## config.mk

```make
export PLATFORM = sky130hd
export DESIGN_NAME = fraise_top
export DESIGN_NICKNAME = d
export VERILOG_FILES = /design/src/fraise_pkg.sv /design/src/fraise_regs.sv /design/src/fraise_sequencer.sv /design/src/fraise_decision.sv /design/src/fraise_top.sv
export VERILOG_INCLUDE_DIRS = /design/src
export SDC_FILE = /design/constraint.sdc
export NUM_CORES = 1
export LEC_CHECK = 0
export ABC_AREA = 1
export ABC_CLOCK_PERIOD_IN_PS = 5200
export BUFFER_PORTS_ARGS = -buffer_cell sky130_fd_sc_hd__buf_4
export CAP_MARGIN = 20
export CORE_MARGIN = 5
export CORE_UTILIZATION = 36
export CTS_CLUSTER_DIAMETER = 60
export DETAILED_ROUTE_END_ITERATION = 6
export PLACE_DENSITY = 0.63
export SLEW_MARGIN = 20
export SYNTH_ARGS = -nofsm -noshare
export SYNTH_HDL_FRONTEND = slang
export SYNTH_HIERARCHICAL = 1
export SYNTH_SLANG_ARGS = --single-unit
```

## constraint.sdc

```tcl
create_clock -name clk_i -period 5.2 [get_ports clk_i]
set_input_delay 1.04 -clock clk_i [delete_from_list [all_inputs] [get_ports clk_i]]
set_output_delay 1.04 -clock clk_i [all_outputs]
set_load 0.03 [all_outputs]
```

## src/fraise_settings.svh

```systemverilog
/* sizes, register map and timing counts of the inference controller
   included by the RTL blocks, the package and the testbench */
`ifndef FRAISE_SETTINGS_SVH
`define FRAISE_SETTINGS_SVH

// bus
`define FRAISE_DATA_W 32
`define FRAISE_ADDR_W 32
`define FRAISE_HOSTS_LOG2 1

// matrix and array
`define FRAISE_ROWS 4
`define FRAISE_RES_W 8
`define FRAISE_OBS_W 9
`define FRAISE_ARR_ADDR_W 8
`define FRAISE_RUN_CYCLES 255 // stochastic window length

// register map, byte addresses
`define FRAISE_REG_ON_OFF 32'h0000_0010
`define FRAISE_REG_OBS_1 32'h0000_0018
`define FRAISE_REG_OBS_2 32'h0000_001C
`define FRAISE_REG_LAUNCH 32'h0000_0020
`define FRAISE_REG_RES_VALID 32'h0000_0024
`define FRAISE_REG_RES 32'h0000_0028
`define FRAISE_REG_IRQ_EN 32'h0000_0030
`define FRAISE_REG_PRECISION 32'h0000_0034
`define FRAISE_REG_COMP_INSTR 32'h0000_0038
`define FRAISE_REG_COMP_REF 32'h0000_003C
`define FRAISE_REG_COMP_RESULT 32'h0000_0040
`define FRAISE_REG_COMP_BYPASS 32'h0000_0044

`endif

```

## src/fraise_pkg.sv

```systemverilog
/* bus, array control and comparator types shared by the controller blocks
   import it in a module body, or use scoped names in port lists */
`default_nettype none

`include "fraise_settings.svh"

package fraise_pkg;

    typedef struct packed {
        logic                            valid;
        logic [`FRAISE_HOSTS_LOG2-1:0]   host;
        logic [`FRAISE_ADDR_W-1:0]       addr;
        logic                            wen; // 1 for write
        logic [`FRAISE_DATA_W-1:0]       wdata;
        logic [`FRAISE_DATA_W/8-1:0]     ben;
    } bus_req_t;

    typedef struct packed {
        logic                            valid;
        logic [`FRAISE_HOSTS_LOG2-1:0]   host; // initiator of the request
        logic [`FRAISE_DATA_W-1:0]       data;
    } bus_resp_t;

    // one byte per matrix row
    typedef logic [`FRAISE_ROWS-1:0][`FRAISE_RES_W-1:0] res_vec_t;
    typedef logic [`FRAISE_ROWS-1:0][`FRAISE_OBS_W-1:0] obs_vec_t;

    typedef enum logic [7:0] {
        comp_none,
        comp_eq,
        comp_gt,
        comp_lt,
        comp_min,
        comp_max
    } comp_op_e;

    typedef struct packed {
        res_vec_t instr;
        res_vec_t reference;
        res_vec_t precision; // tolerance of eq only
        logic     bypass;    // irq without a decision
    } comp_cfg_t;

    typedef struct packed {
        logic                            wl;
        logic                            sl;
        logic                            read_8;
        logic                            run;
        logic [`FRAISE_ARR_ADDR_W-1:0]   addr_col;
        logic [`FRAISE_ARR_ADDR_W-1:0]   addr_row;
    } array_ctrl_t;

    typedef struct packed {
        logic launch;
        logic on; // keep inferring back to back
    } seq_cmd_t;

endpackage

`default_nettype wire

```

## src/fraise_regs.sv

```systemverilog
/* bus decode, configuration and status registers and the one-cycle response
   sits between the host bus and the sequencer and decision blocks */
`timescale 1ns/100ps
`default_nettype none

`include "fraise_settings.svh"

module fraise_regs (
    input  wire logic                    clk_i,
    input  wire logic                    counter_read_reset,
    input  fraise_pkg::bus_req_t         req_i,
    output logic                         ready_o,
    output fraise_pkg::bus_resp_t        resp_o,
    input  wire logic                    busy_i,
    input  wire logic                    done_i,
    input  fraise_pkg::res_vec_t         results_i,
    input  wire logic [`FRAISE_ROWS-1:0] decision_i,
    output fraise_pkg::seq_cmd_t         cmd_o,
    output fraise_pkg::obs_vec_t         obs_o,
    output fraise_pkg::comp_cfg_t        cfg_o,
    output logic                         irq_en_o,
    output logic                         res_valid_o
);
    import fraise_pkg::*;

    localparam int unsigned DATA_W = `FRAISE_DATA_W;

    logic                           accept;
    logic                           wr_en;
    logic [DATA_W-1:0]              wmask;
    logic [DATA_W-1:0]              wdata_m;
    logic [DATA_W-1:0]              rd_data;

    logic                           on_q;
    logic                           launch_q;
    logic [DATA_W-1:0]              obs1_q;
    logic [DATA_W-1:0]              obs2_q;
    logic                           res_valid_q;
    logic                           irq_en_q;
    logic                           bypass_q;
    res_vec_t                       prec_q;
    res_vec_t                       instr_q;
    res_vec_t                       ref_q;

    logic                           resp_valid_q;
    logic [`FRAISE_HOSTS_LOG2-1:0]  resp_host_q;
    logic [DATA_W-1:0]              resp_data_q;

    assign ready_o = ~busy_i;
    assign accept  = req_i.valid & ready_o;
    assign wr_en   = accept & req_i.wen;

    // widen the byte enables to a bit mask
    always_comb begin
        for (int b = 0; b < DATA_W / 8; b++) begin
            wmask[b*8 +: 8] = {8{req_i.ben[b]}};
        end
    end
    assign wdata_m = req_i.wdata & wmask; // disabled bytes land as zero

    always_comb begin
        case (req_i.addr)
            `FRAISE_REG_ON_OFF:      rd_data = DATA_W'(on_q);
            `FRAISE_REG_OBS_1:       rd_data = obs1_q;
            `FRAISE_REG_OBS_2:       rd_data = obs2_q;
            `FRAISE_REG_LAUNCH:      rd_data = DATA_W'(launch_q);
            `FRAISE_REG_RES_VALID:   rd_data = DATA_W'(res_valid_q);
            `FRAISE_REG_RES:         rd_data = results_i;
            `FRAISE_REG_IRQ_EN:      rd_data = DATA_W'(irq_en_q);
            `FRAISE_REG_PRECISION:   rd_data = prec_q;
            `FRAISE_REG_COMP_INSTR:  rd_data = instr_q;
            `FRAISE_REG_COMP_REF:    rd_data = ref_q;
            `FRAISE_REG_COMP_RESULT: rd_data = DATA_W'(decision_i);
            `FRAISE_REG_COMP_BYPASS: rd_data = DATA_W'(bypass_q);
            default:                 rd_data = '0; // unmapped
        endcase
    end

    always_ff @(posedge clk_i) begin
        if (counter_read_reset) begin
            on_q         <= 1'b0;
            launch_q     <= 1'b0;
            obs1_q       <= '0;
            obs2_q       <= '0;
            res_valid_q  <= 1'b0;
            irq_en_q     <= 1'b0;
            bypass_q     <= 1'b0;
            prec_q       <= '0;
            instr_q      <= '0;
            ref_q        <= '0;
            resp_valid_q <= 1'b0;
        end else begin
            resp_valid_q <= accept;
            if (busy_i) begin
                launch_q <= 1'b0; // sequencer has taken it
            end
            if (done_i) begin
                res_valid_q <= 1'b1;
            end else if (accept && !req_i.wen && req_i.addr == `FRAISE_REG_RES) begin
                res_valid_q <= 1'b0;
            end
            if (wr_en) begin
                case (req_i.addr)
                    `FRAISE_REG_ON_OFF:      on_q     <= wdata_m[0];
                    `FRAISE_REG_OBS_1:       obs1_q   <= wdata_m;
                    `FRAISE_REG_OBS_2:       obs2_q   <= wdata_m;
                    `FRAISE_REG_LAUNCH:      launch_q <= wdata_m[0];
                    `FRAISE_REG_IRQ_EN:      irq_en_q <= wdata_m[0];
                    `FRAISE_REG_PRECISION:   prec_q   <= wdata_m;
                    `FRAISE_REG_COMP_INSTR:  instr_q  <= wdata_m;
                    `FRAISE_REG_COMP_REF:    ref_q    <= wdata_m;
                    `FRAISE_REG_COMP_BYPASS: bypass_q <= wdata_m[0];
                    default: ; // read-only or unmapped
                endcase
            end
        end
    end

    always_ff @(posedge clk_i) begin
        if (accept) begin
            resp_host_q <= req_i.host;
            resp_data_q <= rd_data;
        end
    end

    assign resp_o = '{valid: resp_valid_q, host: resp_host_q, data: resp_data_q};

    // two observations per word, one in each half
    assign obs_o = {obs2_q[24:16], obs2_q[8:0], obs1_q[24:16], obs1_q[8:0]};

    assign cmd_o       = '{launch: launch_q, on: on_q};
    assign cfg_o       = '{instr: instr_q, reference: ref_q, precision: prec_q, bypass: bypass_q};
    assign irq_en_o    = irq_en_q;
    assign res_valid_o = res_valid_q;

    // every response cycle answers a request taken on the edge before
    a_one_resp_per_req: assert property (@(posedge clk_i) disable iff (counter_read_reset)
        resp_o.valid |-> $past(accept && !counter_read_reset));

endmodule

`default_nettype wire

```

## src/fraise_sequencer.sv

```systemverilog
/* inference FSM that reads the four observation rows and then counts the array
   output bits over the stochastic window into one result byte per row */
`timescale 1ns/100ps
`default_nettype none

`include "fraise_settings.svh"

module fraise_sequencer (
    input  wire logic                    clk_i,
    input  wire logic                    counter_read_reset,
    input  fraise_pkg::seq_cmd_t         cmd_i,
    input  fraise_pkg::obs_vec_t         obs_i,
    output logic                         busy_o,
    output logic                         done_o,
    output fraise_pkg::res_vec_t         results_o,
    output fraise_pkg::array_ctrl_t      array_ctrl_o,
    input  wire logic [`FRAISE_ROWS-1:0] bit_out_i
);
    import fraise_pkg::*;

    localparam int unsigned ROW_W      = $clog2(`FRAISE_ROWS);
    localparam int unsigned STEP_W     = $clog2(`FRAISE_RUN_CYCLES + 1);
    localparam int unsigned READ_STEPS = 4 * `FRAISE_ROWS; // 4 phases per row
    localparam int unsigned ADDR_W     = `FRAISE_ARR_ADDR_W;
    localparam int unsigned RES_W      = `FRAISE_RES_W;

    typedef enum logic [1:0] {
        st_idle,
        st_read,
        st_run,
        st_done
    } seq_state_e;

    seq_state_e         state_q;
    logic [STEP_W-1:0]  step_q; // read phase index, then run cycle count
    res_vec_t           results_q;
    logic [ROW_W-1:0]   row;
    logic [1:0]         phase;

    assign row   = step_q[ROW_W+1:2];
    assign phase = step_q[1:0];

    always_ff @(posedge clk_i) begin
        if (counter_read_reset) begin
            state_q   <= st_idle;
            step_q    <= '0;
            results_q <= '0;
        end else begin
            case (state_q)
                st_idle: begin
                    if (cmd_i.launch || cmd_i.on) begin
                        state_q   <= st_read;
                        step_q    <= '0;
                        results_q <= '0; // fresh counts for every run
                    end
                end
                st_read: begin
                    if (step_q == STEP_W'(READ_STEPS - 1)) begin
                        state_q <= st_run;
                        step_q  <= '0;
                    end else begin
                        step_q <= step_q + 1'b1;
                    end
                end
                st_run: begin
                    for (int r = 0; r < `FRAISE_ROWS; r++) begin
                        results_q[r] <= results_q[r] + RES_W'(bit_out_i[r]);
                    end
                    if (step_q == STEP_W'(`FRAISE_RUN_CYCLES - 1)) begin
                        state_q <= st_done;
                        step_q  <= '0;
                    end else begin
                        step_q <= step_q + 1'b1;
                    end
                end
                default: begin
                    state_q <= st_idle; // done lasts one cycle
                end
            endcase
        end
    end

    // word line / source line sequence per row
    always_comb begin
        array_ctrl_o = '0;
        if (state_q == st_read) begin
            array_ctrl_o.read_8   = 1'b1;
            array_ctrl_o.wl       = (phase != 2'd3); // wl falls in the last phase
            array_ctrl_o.sl       = (phase == 2'd0); // sl only with the rising wl
            array_ctrl_o.addr_col = {row, obs_i[row][2:0], 3'b000};
            array_ctrl_o.addr_row = ADDR_W'(obs_i[row][`FRAISE_OBS_W-1:3]);
        end
        array_ctrl_o.run = (state_q == st_run);
    end

    assign busy_o    = (state_q != st_idle);
    assign done_o    = (state_q == st_done);
    assign results_o = results_q;

    a_run_read_excl: assert property (@(posedge clk_i) disable iff (counter_read_reset)
        !(array_ctrl_o.run && array_ctrl_o.read_8));

endmodule

`default_nettype wire

```

## src/fraise_decision.sv

```systemverilog
/* per-row comparators and min/max pick over the four results
   holds the decision word and raises irq once results are valid */
`timescale 1ns/100ps
`default_nettype none

`include "fraise_settings.svh"

module fraise_decision (
    input  wire logic                    clk_i,
    input  wire logic                    counter_read_reset,
    input  fraise_pkg::comp_cfg_t        cfg_i,
    input  fraise_pkg::res_vec_t         results_i,
    input  wire logic                    res_valid_i,
    input  wire logic                    irq_en_i,
    output logic [`FRAISE_ROWS-1:0]      decision_o,
    output logic                         irq_o
);
    import fraise_pkg::*;

    localparam int unsigned ROWS  = `FRAISE_ROWS;
    localparam int unsigned RES_W = `FRAISE_RES_W;

    logic [ROWS-1:0] cmp_bits;
    logic [ROWS-1:0] is_min;
    logic [ROWS-1:0] is_max;
    logic [ROWS-1:0] decision_next;
    logic [ROWS-1:0] decision_q;
    logic            res_valid_d_q;
    logic            dec_valid_q; // decision_q belongs to the current results
    comp_op_e        op0;

    function automatic logic compare_one(input comp_op_e op,
                                         input logic [RES_W-1:0] a,
                                         input logic [RES_W-1:0] b,
                                         input logic [RES_W-1:0] prec);
        logic [RES_W-1:0] diff;
        diff = (a > b) ? a - b : b - a;
        case (op)
            comp_eq: return diff <= prec;
            comp_gt: return a > b;
            comp_lt: return a < b;
            default: return 1'b0;
        endcase
    endfunction

    always_comb begin
        for (int i = 0; i < ROWS; i++) begin
            cmp_bits[i] = compare_one(comp_op_e'(cfg_i.instr[i]), results_i[i],
                                      cfg_i.reference[i], cfg_i.precision[i]);
            is_min[i] = 1'b1;
            is_max[i] = 1'b1;
            for (int j = 0; j < ROWS; j++) begin
                if (j != i) begin
                    is_min[i] &= (results_i[i] < results_i[j]); // strict so ties lose
                    is_max[i] &= (results_i[i] > results_i[j]);
                end
            end
        end
    end

    assign op0 = comp_op_e'(cfg_i.instr[0]);

    always_comb begin
        case (op0)
            comp_min: decision_next = is_min;
            comp_max: decision_next = is_max;
            default:  decision_next = cmp_bits;
        endcase
    end

    always_ff @(posedge clk_i) begin
        if (counter_read_reset) begin
            res_valid_d_q <= 1'b0;
            dec_valid_q   <= 1'b0;
            decision_q    <= '0;
        end else begin
            res_valid_d_q <= res_valid_i;
            if (res_valid_i && !res_valid_d_q) begin
                decision_q  <= decision_next;
                dec_valid_q <= 1'b1;
            end else if (!res_valid_i) begin
                dec_valid_q <= 1'b0;
            end
        end
    end

    assign decision_o = decision_q;
    assign irq_o      = res_valid_i && irq_en_i && (cfg_i.bypass || (dec_valid_q && |decision_q));

    a_irq_needs_valid: assert property (@(posedge clk_i) disable iff (counter_read_reset)
        !res_valid_i |-> !irq_o);

endmodule

`default_nettype wire

```

## src/fraise_top.sv

```systemverilog
/* top of the inference array controller: host bus in, array control out
   register block beside the sequencer and the decision stage */
`timescale 1ns/100ps
`default_nettype none

`include "fraise_settings.svh"

module fraise_top (
    input  wire logic                    clk_i,
    input  wire logic                    counter_read_reset,
    input  fraise_pkg::bus_req_t         req_i,
    output logic                         ready_o,
    output fraise_pkg::bus_resp_t        resp_o,
    output logic                         irq_o,
    output fraise_pkg::array_ctrl_t      array_ctrl_o,
    input  wire logic [`FRAISE_ROWS-1:0] bit_out_i
);
    import fraise_pkg::*;

    seq_cmd_t               cmd;
    obs_vec_t               obs;
    comp_cfg_t              cfg;
    res_vec_t               results;
    logic                   irq_en;
    logic                   res_valid;
    logic                   busy;
    logic                   done;
    logic [`FRAISE_ROWS-1:0] decision;

    fraise_regs u_regs (
        .clk_i              (clk_i),
        .counter_read_reset (counter_read_reset),
        .req_i              (req_i),
        .ready_o            (ready_o),
        .resp_o             (resp_o),
        .busy_i             (busy),
        .done_i             (done),
        .results_i          (results),
        .decision_i         (decision),
        .cmd_o              (cmd),
        .obs_o              (obs),
        .cfg_o              (cfg),
        .irq_en_o           (irq_en),
        .res_valid_o        (res_valid)
    );

    fraise_sequencer u_sequencer (
        .clk_i              (clk_i),
        .counter_read_reset (counter_read_reset),
        .cmd_i              (cmd),
        .obs_i              (obs),
        .busy_o             (busy),
        .done_o             (done),
        .results_o          (results),
        .array_ctrl_o       (array_ctrl_o),
        .bit_out_i          (bit_out_i)
    );

    fraise_decision u_decision (
        .clk_i              (clk_i),
        .counter_read_reset (counter_read_reset),
        .cfg_i              (cfg),
        .results_i          (results),
        .res_valid_i        (res_valid),
        .irq_en_i           (irq_en),
        .decision_o         (decision),
        .irq_o              (irq_o)
    );

endmodule

`default_nettype wire

```

==> run_results.csv <==
group,metric,value,unit
run_status,outcome,"finished, final reports clean",
detailed_routing,ant_nets,0,
synth,synthDistinctLibCells,46,
cts,post-cts-setup-buffers,0,
cts,cts_tree,"done",
sta,setup_viol,0,
pwr,power_frac_seq,38.7,%
sta,min_period_over_period,67.4,%
final_layout,diodes,0,
hold_path,min_path_type,"flip-flop to flip-flop",
synth,synth_area,17800,um^2
floorplan,coreArea,49000,um^2
cts,clk_pin_slew,60,ps
critical_path,worst_ep_arrival_time,2460,ps
global_route,grt_util_met1,27.4,%
sta,clock.fmax,0.285,GHz
critical_path,r2r_cells,12,
sta,skew,11.1,ps
placed_design,hpwl,41200,um
hold_path,hold_depth,2,
global_route,grt_max_degree,71,
final_layout,final_nets,3054,
synth,ys_warn_count,6,
global_route,globalRouteTotalUtil,20.2,%
floorplan,die_area,54000,um^2
pwr,p_sw_share,30.5,%
global_route,grt_pass1_wl,88400,um
pwr,p_int,3730,uW
sta,setup_tns,0,ps
critical_path,worst_setup_path_end_kind,"output pin",
cts,hold_buffers,0,
sta,maxSlewViolCount,0,
synth,async_flop_share,0,%
floorplan,placementRows,81,
detailed_routing,routedWlPerCell,16.0,um
synth,synth-edff-count,33,
sta,final-hold-violation-count,0,
pwr,power_leakage,0.00990,uW
global_route,use_met2,33.2,%
synth,synthCells,2780,
sta,max_slew_margin,34.5,%
critical_path,critPathLaunchType,"flip-flop",
global_route,grt_use_met3,2.84,%
critical_path,cp_max_fo,23,
sta,whs,461,ps
global_route,overflow,0,
synth,ys_ff_latch,247,
critical_path,timing.critical_path.required,4160,ps
flow_run,maxCapViolCount,0,
critical_path,crit_start,"u_sequencer/step_q[2]$_SDFFE_PP0P_",
sta,worst_pin_slew,979,ps
sta,period_needed,3500,ps
sta,rsz0062_at_grt,"no",
detailed_routing,vias,17282,
final_layout,fillers,5215,
pwr,clkPwrFrac,42.2,%
synth,synth-seq-area-share,29.6,%
floorplan,fp.dieW,232,um
pwr,ir_worst_vdd,0.271,mV
cts,clkLatencyLatePin,570,ps
final_layout,layout_common_cells,"nand2_1 (818), nor2_1 (431), inv_1 (329), dfxtp_1 (214), a21oi_1 (170)",
global_route,antenna_found_initial,2,
placed_design,port_buffers,127,
cts,clock_tree.root_cell,"clkbuf_16",
floorplan,io_pins,133,
synth,ys.flop_type,"dfxtp_1",
placed_design,routabilityCongestion,0.883,
global_route,first_global_vias,16056,
detailed_routing,via_per_inst,4.94,
cts,cts_buffers,30,
global_route,grt_busiest_layer,"met2",
hold_path,worstHoldStart,"u_regs/obs2_q[14]$_SDFFE_PP0P_",
cts,cts.sinks,247,
cts,cts_buffer_depth,3,
critical_path,regToRegStartpoint,"u_sequencer/state_q[1]$_SDFFE_PP0P_",
pwr,pwr-share-comb,19.2,%
pwr,switchingPower,1630,uW
detailed_routing,drcViolationCount,0,
pwr,p_per_area,270,nW/um^2
cts,htreeDepth,1,
critical_path,worstSetupPathType,"flip-flop to output pin",
final_layout,drive_gt1_share,9.02,%
floorplan,fp.dieH,232,um
final_layout,final_common_cell,"nand2_1",
final_layout,syn2layout_area_growth,11.6,%
detailed_routing,routed_wl,56100,um
cts,cts_resized,0,
detailed_routing,drt-initial-drc-count,1544,
synth,syn_avg_cell_area,6.41,um^2
floorplan,initial_core_util,36.4,%
detailed_routing,firstDrtPassIters,6,
flip-flops by register name, indices dropped and copies added (netlist names):
| name | cells |
|---|---|
| u_regs/cfg_o | 96 |
| u_regs/obs1_q | 32 |
| u_regs/obs2_q | 32 |
| u_regs/resp_data_q | 32 |
| u_sequencer/results_o | 32 |
| u_sequencer/step_q | 8 |
| u_decision/decision_o | 4 |
| u_sequencer/state_q | 2 |
| u_decision/dec_valid_q | 1 |
| u_decision/res_valid_d_q | 1 |
| u_regs/bypass_q | 1 |
| u_regs/irq_en_o | 1 |
| u_regs/launch_q | 1 |
| u_regs/on_q | 1 |
| u_regs/res_valid_o | 1 |
| u_regs/resp_host_q | 1 |
| u_regs/resp_valid_q | 1 |
power groups by stage:
stage / Combinational (uW) / Sequential [uW] / Clock [uW]
after floorplan: 536 / 2250 / 0
after global placement: 1020 / 2110 / 0
after detailed placement: 1020 / 2110 / 0
after CTS: 1030 / 2080 / 2290
after global routing: 1130 / 2080 / 2370
final: 1030 / 2070 / 2260
cell usage after synthesis (6+ instances only):
cell type,n,area share (%)
a21oi_1,170,4.8
o21ai_1,30,0.84
nand2_2,14,0.49
nor2_1,431,9.1
o21ai_0,117,3.3
fa_1,8,0.90
o221ai_1,9,0.44
clkbuf_1,30,0.63
inv_1,330,7.0
ha_1,156,11
nand3_1,155,4.4
nand4_1,22,0.77
buf_4,66,2.8
buf_6,9,0.57
dfxtp_1,214,24
xnor2_1,11,0.54
xor2_1,21,1.0
nor2_2,11,0.39
nor3_1,15,0.42
buf_2,38,1.1
edfxtp_1,33,5.6
nand2_1,818,17
inv_2,15,0.32
a21o_1,6,0.25
critical path: stages (launching register included):
cell,delay (ps)
dfxtp_1,850
inv_1,460
o21ai_0,270
a21oi_1,110
buf_4,190
per-stage QoR:
| stage | cell area [um^2] | power [uW] | utilization [%] | setup WS [ps] | cells |
|---|---|---|---|---|---|
| after global routing | 19900 | 5590 | 40.6 | 1350 | 3501 |
| after floorplan | 17800 | 2790 | - | 2260 | 2784 |
| after CTS | 19900 | 5390 | 40.6 | 1720 | 3501 |
| after global placement | 18800 | 3140 | 38.4 | 1550 | 3445 |
| after detailed placement | 18800 | 3140 | 38.4 | 1450 | 3445 |
| final | 19900 | 5360 | 40.6 | 1700 | 3501 |
per-layer routing:
layer,routed length (um),up-vias,part of all wire [%]
li1,-,8759,-
met1,24800,7873,44
met2,25800,551,46
met3,3520,99,6.3
met4,1950,0,3.5
met5,0,-,0
layout make-up:
cell class	count	area, um^2	area share, %
Sequential cell	247	5280	26.5
Multi-Input combinational cell	2042	10300	51.9
Clock buffer	42	867	4.36
Timing Repair Buffer	142	1070	5.36
Clock inverter	14	196	0.988
Tap cell	664	831	4.18
Inverter	350	1320	6.66
logic make-up (layout without fill, tap and decap cells):
family	Yosys count	in the layout	share of synthesized area [%]
xor gates and xnor gates	32	32	1.57
adders and majority gates	164	164	11.9
and+or+nand+nor	1485	1485	33.7
DFF	247	247	29.6
buffers and inverters	495	548	12.5
AOI/OAI and AO/OA	356	356	10.7
other	1	5	0.0211
path summary, 6_finish.rpt:
check / end / slack [ps]
setup reg to reg: u_regs/cfg_o[70]$_SDFFE_PP0P_ / 1720
setup / recovery: array_ctrl_o[5] / 1700
hold reg to reg: u_regs/obs2_q[14]$_SDFFE_PP0P_ / 460
hold / removal: u_regs/obs2_q[14]$_SDFFE_PP0P_ / 460
No activity file was read; power rests on OpenSTA's default activity.
